File: src/verilog/rvPkg.sv
package rvPkg;

  // Machine word and register index widths
  localparam int xlen = 32;
  localparam int regAddrW = 5;

  typedef logic [xlen-1:0] xlenT;
  typedef logic [regAddrW-1:0] regAddrT;

  // First fetch address after reset
  localparam xlenT resetPc = 32'h8000_0000;

  // Major opcodes, inst[6:0]
  localparam logic [6:0] opLui = 7'b0110111;
  localparam logic [6:0] opAuipc = 7'b0010111;
  localparam logic [6:0] opJal = 7'b1101111;
  localparam logic [6:0] opJalr = 7'b1100111;
  localparam logic [6:0] opOpImm = 7'b0010011;
  localparam logic [6:0] opOp = 7'b0110011;
  localparam logic [6:0] opLoad = 7'b0000011;
  localparam logic [6:0] opStore = 7'b0100011;
  localparam logic [6:0] opSystem = 7'b1110011;

  // Immediate layouts
  typedef enum logic [1:0] {
    immI = 2'd0,
    immS = 2'd1,
    immU = 2'd2,
    immJ = 2'd3
  } immSelE;

  // ALU functions
  typedef enum logic [1:0] {
    aluAdd = 2'd0,
    aluSub = 2'd1,
    aluPassB = 2'd2
  } aluOpE;

  // Register writeback source
  typedef enum logic [1:0] {
    wbAlu = 2'd0,
    wbMem = 2'd1,
    wbPcPlus4 = 2'd2
  } wbSelE;

  // Decoded control for one instruction
  typedef struct packed {
    logic regWrite;
    logic memWrite;
    logic memRead;
    logic halt;
    // Next PC comes from the ALU
    logic pcSel;
    // Operand A is the PC rather than rs1
    logic aluASel;
    // Operand B is the immediate rather than rs2
    logic aluBSel;
    immSelE immSel;
    aluOpE aluOp;
    wbSelE wbSel;
  } ctrlT;

endpackage

File: src/verilog/rvAlu.sv
module rvAlu (
  input  rvPkg::xlenT a,
  input  rvPkg::xlenT b,
  input  rvPkg::aluOpE aluOp,
  output rvPkg::xlenT aluOut
);

  rvPkg::xlenT sum;
  rvPkg::xlenT diff;

  // Both wrap at 32 bits
  assign sum = a + b;
  assign diff = a - b;

  always_comb begin
    case (aluOp)
      rvPkg::aluAdd: begin
        aluOut = sum;
      end
      rvPkg::aluSub: begin
        aluOut = diff;
      end
      rvPkg::aluPassB: begin
        // lui result
        aluOut = b;
      end
      default: begin
        aluOut = '0;
      end
    endcase
  end

endmodule

File: src/verilog/rvCore.sv
module rvCore (
  input  logic clk,
  input  logic rstN,
  input  rvPkg::xlenT inst,
  output rvPkg::xlenT pc,
  input  rvPkg::xlenT dataRData,
  output rvPkg::xlenT dataAddr,
  output rvPkg::xlenT dataWData,
  output logic dataWe,
  output logic halt
);

  logic [6:0] opcode;
  logic [2:0] funct3;
  logic funct7b5;
  logic ebreakHint;
  rvPkg::regAddrT rs1;
  rvPkg::regAddrT rs2;
  rvPkg::regAddrT rd;

  rvPkg::ctrlT ctrl;
  rvPkg::xlenT imm;
  rvPkg::xlenT rdata1;
  rvPkg::xlenT rdata2;
  rvPkg::xlenT aluA;
  rvPkg::xlenT aluB;
  rvPkg::xlenT aluOut;
  rvPkg::xlenT pcPlus4;
  rvPkg::xlenT nextPc;
  rvPkg::xlenT wbData;
  logic regWe;
  logic pcEn;

  // Instruction fields
  assign opcode = inst[6:0];
  assign rd = inst[11:7];
  assign funct3 = inst[14:12];
  assign rs1 = inst[19:15];
  assign rs2 = inst[24:20];
  assign funct7b5 = inst[30];
  // ebreak is 0x00100073, only bit 20 set above the opcode
  assign ebreakHint = (inst[31:7] == 25'h0002000);

  rvDecoder decoder (
    .opcode(opcode),
    .funct3(funct3),
    .funct7b5(funct7b5),
    .ebreakHint(ebreakHint),
    .ctrl(ctrl)
  );

  rvImmGen immGen (
    .instHi(inst[31:7]),
    .immSel(ctrl.immSel),
    .imm(imm)
  );

  rvRegFile regFile (
    .clk(clk),
    .rstN(rstN),
    .wen(regWe),
    .waddr(rd),
    .wdata(wbData),
    .raddr1(rs1),
    .raddr2(rs2),
    .rdata1(rdata1),
    .rdata2(rdata2)
  );

  // Operand muxes
  assign aluA = ctrl.aluASel ? pc : rdata1;
  assign aluB = ctrl.aluBSel ? imm : rdata2;

  rvAlu alu (
    .a(aluA),
    .b(aluB),
    .aluOp(ctrl.aluOp),
    .aluOut(aluOut)
  );

  // Data port
  assign dataAddr = aluOut;
  assign dataWData = rdata2;
  assign dataWe = ctrl.memWrite && !halt;

  // Writeback select
  always_comb begin
    case (ctrl.wbSel)
      rvPkg::wbAlu: wbData = aluOut;
      rvPkg::wbMem: wbData = ctrl.memRead ? dataRData : aluOut;
      rvPkg::wbPcPlus4: wbData = pcPlus4;
      default: wbData = aluOut;
    endcase
  end

  assign regWe = ctrl.regWrite && !halt;

  // Next PC, jump targets lose bit 0 as jalr requires
  assign pcPlus4 = pc + 32'd4;
  assign nextPc = ctrl.pcSel ? {aluOut[31:1], 1'b0} : pcPlus4;

  // PC stays on the ebreak itself
  assign pcEn = !halt && !ctrl.halt;

  always_ff @(posedge clk or negedge rstN) begin
    if (!rstN) begin
      pc <= rvPkg::resetPc;
    end else if (pcEn) begin
      pc <= nextPc;
    end
  end

  always_ff @(posedge clk or negedge rstN) begin
    if (!rstN) begin
      halt <= 1'b0;
    end else if (ctrl.halt) begin
      halt <= 1'b1;
    end
  end

endmodule

File: src/verilog/rvDecoder.sv
module rvDecoder (
  input  logic [6:0] opcode,
  input  logic [2:0] funct3,
  input  logic funct7b5,
  input  logic ebreakHint,
  output rvPkg::ctrlT ctrl
);

  always_comb begin
    // Unknown encodings fall through as a no-op
    ctrl = '0;
    case (opcode)
      rvPkg::opLui: begin
        ctrl.regWrite = 1'b1;
        ctrl.aluBSel = 1'b1;
        ctrl.immSel = rvPkg::immU;
        ctrl.aluOp = rvPkg::aluPassB;
        ctrl.wbSel = rvPkg::wbAlu;
      end
      rvPkg::opAuipc: begin
        ctrl.regWrite = 1'b1;
        ctrl.aluASel = 1'b1;
        ctrl.aluBSel = 1'b1;
        ctrl.immSel = rvPkg::immU;
        ctrl.aluOp = rvPkg::aluAdd;
        ctrl.wbSel = rvPkg::wbAlu;
      end
      rvPkg::opJal: begin
        // Target is pc + imm, link is pc + 4
        ctrl.regWrite = 1'b1;
        ctrl.pcSel = 1'b1;
        ctrl.aluASel = 1'b1;
        ctrl.aluBSel = 1'b1;
        ctrl.immSel = rvPkg::immJ;
        ctrl.aluOp = rvPkg::aluAdd;
        ctrl.wbSel = rvPkg::wbPcPlus4;
      end
      rvPkg::opJalr: begin
        if (funct3 == 3'b000) begin
          ctrl.regWrite = 1'b1;
          ctrl.pcSel = 1'b1;
          ctrl.aluBSel = 1'b1;
          ctrl.immSel = rvPkg::immI;
          ctrl.aluOp = rvPkg::aluAdd;
          ctrl.wbSel = rvPkg::wbPcPlus4;
        end
      end
      rvPkg::opOpImm: begin
        // addi only
        if (funct3 == 3'b000) begin
          ctrl.regWrite = 1'b1;
          ctrl.aluBSel = 1'b1;
          ctrl.immSel = rvPkg::immI;
          ctrl.aluOp = rvPkg::aluAdd;
          ctrl.wbSel = rvPkg::wbAlu;
        end
      end
      rvPkg::opOp: begin
        if (funct3 == 3'b000) begin
          ctrl.regWrite = 1'b1;
          ctrl.aluOp = funct7b5 ? rvPkg::aluSub : rvPkg::aluAdd;
          ctrl.wbSel = rvPkg::wbAlu;
        end
      end
      rvPkg::opLoad: begin
        // Word loads only
        if (funct3 == 3'b010) begin
          ctrl.regWrite = 1'b1;
          ctrl.memRead = 1'b1;
          ctrl.aluBSel = 1'b1;
          ctrl.immSel = rvPkg::immI;
          ctrl.aluOp = rvPkg::aluAdd;
          ctrl.wbSel = rvPkg::wbMem;
        end
      end
      rvPkg::opStore: begin
        if (funct3 == 3'b010) begin
          ctrl.memWrite = 1'b1;
          ctrl.aluBSel = 1'b1;
          ctrl.immSel = rvPkg::immS;
          ctrl.aluOp = rvPkg::aluAdd;
        end
      end
      rvPkg::opSystem: begin
        if (funct3 == 3'b000 && ebreakHint) begin
          ctrl.halt = 1'b1;
        end
      end
      default: begin
        ctrl = '0;
      end
    endcase
  end

endmodule

File: src/verilog/rvImmGen.sv
module rvImmGen (
  input  logic [24:0] instHi,
  input  rvPkg::immSelE immSel,
  output rvPkg::xlenT imm
);

  // instHi[k] holds inst[k+7]
  logic sign;

  assign sign = instHi[24];

  always_comb begin
    case (immSel)
      rvPkg::immI: begin
        imm = {{20{sign}}, instHi[24:13]};
      end
      rvPkg::immS: begin
        // Split field, inst[31:25] and inst[11:7]
        imm = {{20{sign}}, instHi[24:18], instHi[4:0]};
      end
      rvPkg::immU: begin
        imm = {instHi[24:5], 12'b0};
      end
      rvPkg::immJ: begin
        // Scrambled jump offset, always even
        imm = {{12{sign}}, instHi[12:5], instHi[13], instHi[23:14], 1'b0};
      end
      default: begin
        imm = '0;
      end
    endcase
  end

endmodule

File: src/verilog/rvRegFile.sv
module rvRegFile (
  input  logic clk,
  input  logic rstN,
  input  logic wen,
  input  rvPkg::regAddrT waddr,
  input  rvPkg::xlenT wdata,
  input  rvPkg::regAddrT raddr1,
  input  rvPkg::regAddrT raddr2,
  output rvPkg::xlenT rdata1,
  output rvPkg::xlenT rdata2
);

  // x0 has no storage
  rvPkg::xlenT regs [1:31];

  always_ff @(posedge clk or negedge rstN) begin
    if (!rstN) begin
      for (int i = 1; i < 32; i++) begin
        regs[i] <= '0;
      end
    end else if (wen && waddr != '0) begin
      regs[waddr] <= wdata;
    end
  end

  // Combinational reads, old value until the edge
  always_comb begin
    if (raddr1 == '0) begin
      rdata1 = '0;
    end else begin
      rdata1 = regs[raddr1];
    end
  end

  always_comb begin
    if (raddr2 == '0) begin
      rdata2 = '0;
    end else begin
      rdata2 = regs[raddr2];
    end
  end

endmodule
File: config.mk
export PLATFORM = sky130hd
export DESIGN_NAME = rvCore
export DESIGN_NICKNAME = d
export VERILOG_FILES = /design/src/verilog/rvPkg.sv /design/src/verilog/rvAlu.sv /design/src/verilog/rvCore.sv /design/src/verilog/rvDecoder.sv /design/src/verilog/rvImmGen.sv /design/src/verilog/rvRegFile.sv
export SDC_FILE = /design/constraint.sdc
export NUM_CORES = 2
export LEC_CHECK = 0
export ABC_AREA = 1
export BUFFER_PORTS_ARGS = -buffer_cell sky130_fd_sc_hd__buf_4
export CORE_UTILIZATION = 45
export CTS_CLUSTER_SIZE = 40
export DETAILED_ROUTE_END_ITERATION = 7
export PLACE_DENSITY = 0.6
export SLEW_MARGIN = 20
export SYNTH_ARGS = -nofsm -noshare
export SYNTH_HDL_FRONTEND = slang
export SYNTH_SLANG_ARGS = --single-unit
File: constraint.sdc
create_clock -name clk -period 10.8 [get_ports clk]
set_input_delay 2.7 -clock clk [delete_from_list [all_inputs] [get_ports clk]]
set_output_delay 2.7 -clock clk [all_outputs]
set_load 0.01 [all_outputs]
==> results_dict.tcl <==
set metrics [dict create \
    area_growth_pct 12.1 \
    syn-instance-count 8794 \
    final-hold-violation-count 0 \
    synth-async-reset-ratio 1.00 \
    regArea_um2 25600 \
    slew_headroom 0.189 \
    io_buffers 162 \
    grt_pass1_wl_um 392000 \
    max_slew.worst_pin.slew_ns 1.21 \
    crit_buf_inv 5 \
    grt_pass1_vias 59600 \
    grt_antenna_before_repair 6 \
    final_nets 8757 \
    routed_wl_um 265000 \
    holdCritPathClass "reg2reg" \
    drtIter0Drc 8606 \
    final_core_util 0.509 \
    gp_congestion 1.02 \
    crit_path_top_delay_cell "o211ai_1" \
    synth-seq-area-share 0.416 \
    rr_startpoint "regFile.regs[160]" \
    cp_top_family "compound AO/OA/AOI/OAI gates" \
    fp.coreArea_um2 136000 \
    drive_gt1_frac 0.0981 \
    wl_per_cell_um 25.2 \
    design_area_um2 69000 \
    p_per_area_nw_per_um2 166 \
    rows 135 \
    drc 0 \
    cts_buffers 118 \
    mostFrequentLayoutCells "nand2_1 (2,913), o21ai_0 (1,153), dfrtp_1 (1,023), nand3_1 (815), inv_1 (558)" \
    synth_area_per_cell_um2 7.00 \
    layout_commonest_cell "nand2_1" \
    slowest_delay_ns 0.38 \
    ant_nets 0 \
    required_ns 8.10 \
    grt_overflow_total 0 \
    track_usage 0.377 \
    hpwl_um 167000 \
    ys.warnings.count 0 \
    vias 63700 \
    final_cells 10500 \
    clock_path_buffers 3 \
    setup-tns-final_ns 0 \
    path_max_fanout 50 \
    regToRegEndpoint "regFile.regs[503]" \
    root_buffer "clkbuf_16" \
    fp.dieH_um 372 \
    finalCriticalPeriod_ns 10.69 \
    grt_max_degree 153 \
    finClkSkew_ns 0.0829 \
    fmax_mhz 93.5 \
    hold_path.startpoint "regFile.regs[39]" \
    fp.dieW_um 372 \
    max-cap-violations 0 \
    clock_latency_ns 0.80 \
    multi_input_area_um2 30900 \
    htreeDepth 3 \
    hold_end "regFile.regs[39]" \
    crit_type "in2out" \
    irDropWorstVdd_mv 0.129 \
    cts_tree "yes" \
    crit_arrival_ns 7.99 \
    power_leakage_nw 32.0 \
    netlist_area_um2 61500 \
    clkSinkCount 1024 \
    synth-edff-count 0 \
    via_per_inst 6.05 \
    die_area_um2 138000 \
    r2r_slack_ns 4.69 \
    dpl.cell_count 10300 \
    cp-start-kind "primary input" \
    synth-main-ff-cell "dfrtp_1" \
    fill_cells 13400 \
    placed_area_um2 64800 \
    start_util 0.454 \
    cp-end-kind "output pin" \
    ff2ff_path_depth 35 \
    path_cells "buf_6, inv_4, nand2_4, buf_12, buf_12, o22ai_1, a21oi_1, o21ai_0, a21oi_1, a31o_2, o211ai_1, o21ai_0, ha_1, a21oi_1, o21a_1, o21ai_0, a21oi_1, nor2_1, nor2_1, o21bai_1, a21oi_1, o21ai_0, o21ai_0, buf_4" \
    period_share 0.990 \
    outcome "finished, final reports clean" \
    syn_nets 8900 \
    synth.ff_latch_count 1024 \
    io_pins 164 \
    min_path_cells 2 \
    timing.hold.ws_ns 0.486 \
    path_clk_slew_ns 0.06 \
    final-setup-viol-count 0 \
    rsz0062_at_grt "yes" \
    drtPass1Iterations 7 \
    synth_cell_type_count 62 \
    slew_violations 0 \
]
## layer usage
layer,global-route usage,wire length [um],vias to the layer above
met5,0,13,-
met4,0.226,17900,2
met3,0.0737,26600,810
met2,0.569,116000,3769
met1,0.500,105000,30300
li1,-,-,28800
## cell families after synthesis
group	synth area share
AND/OR/NAND/NOR	0.293
AO/OA/AOI/OAI	0.189
buffers and inverters	0.0868
flip-flops	0.416
XOR/XNOR	0.00669
adder cells (fa/ha/maj)	0.00825
other	0.0000609
multiplexers	0.000163
## worst max-delay path by stage
stage,from,end,slack [ns],depth (start not counted)
6_report,inst[16],dataAddr[24],0.11,24
5_1_grt,inst[20],dataAddr[24],-0.04,32
4_1_cts,inst[21],dataAddr[26],0.24,27
3_5_place_dp,inst[21],dataAddr[26],0.25,27
3_3_place_gp,inst[20],dataAddr[26],0.21,31
2_1_floorplan,inst[15],dataAddr[28],1.48,29
## power breakdown
part | leakage, nW | switching (mW) | internal (mW)
Combinational | 16.7 | 2.09 | 0.817
Clock | 2.03 | 1.81 | 2.50
Sequential | 13.3 | 0.198 | 4.05
Total | 32.0 | 4.10 | 7.37
## worst register-to-register path, delay by kind of cell (launching register included)
kind                       cells  cell delay (ns)
AOI/OAI and AO/OA              6             0.82
adders and majority gates      2             0.46
buffers and inverters          4             1.09
DFF                            1             0.38
xor gates and xnor gates       1             0.21
and+or+nand+nor               22             3.03
## stage by stage
stage / total power [mW] / setup slack [ns]
after floorplan: 5.83 / 1.48
after detailed placement: 7.14 / 0.250
after global placement: 7.13 / 0.214
after CTS: 11.4 / 0.236
final: 11.5 / 0.106
after global routing: 11.9 / -0.0414
## repair_timing
| item | in CTS | in global routing |
|---|---|---|
| gates resized for setup | 0 | 15 |
| endpoints found under the setup margin | 0 | 11 |
| hold buffers | 0 | 0 |
| setup buffers | 0 | 0 |
## registers in the layout (all words and copies together) (netlist names)
signal        flops
pc               31
regFile.regs    992
halt              1
## area by class of cell
cell class              instances  area share
diodes                          3    0.000109
repair buffers                435      0.0562
clock buffers                 163      0.0490
clock inverters                56      0.0108
well taps                    1781      0.0323
flip-flops and latches       1024       0.371
inverters                     593      0.0327
multi-input cells            6479       0.447
## Yosys cell counts, types with 8 or more instances
| cell | count | area, um2 |
|---|---|---|
| clkbuf_1 | 464 | 1740 |
| o221ai_1 | 200 | 1750 |
| or2_2 | 52 | 325 |
| nor3_2 | 13 | 130 |
| clkinv_1 | 16 | 60.1 |
| nand4_1 | 19 | 119 |
| buf_4 | 17 | 128 |
| o21ai_1 | 42 | 210 |
| o2111ai_1 | 8 | 70.1 |
| inv_1 | 563 | 2110 |
| buf_1 | 51 | 191 |
| xor2_1 | 42 | 368 |
| inv_2 | 12 | 45.0 |
| a21oi_1 | 436 | 2180 |
| nor2_1 | 361 | 1360 |
| o211ai_1 | 119 | 893 |
| or2_1 | 14 | 87.6 |
| ha_1 | 39 | 488 |
| nand3_1 | 815 | 4080 |
| nand2_2 | 18 | 113 |
| nand2_1 | 2917 | 10900 |
| buf_6 | 25 | 282 |
| nor3_1 | 53 | 265 |
| buf_2 | 135 | 676 |
| nor2_2 | 12 | 75.1 |
| o22ai_1 | 57 | 357 |
| nand3_2 | 32 | 320 |
| dfrtp_1 | 1023 | 25600 |
| o21ai_0 | 1158 | 5800 |
Note: power is estimated with default switching activity, not from simulation.
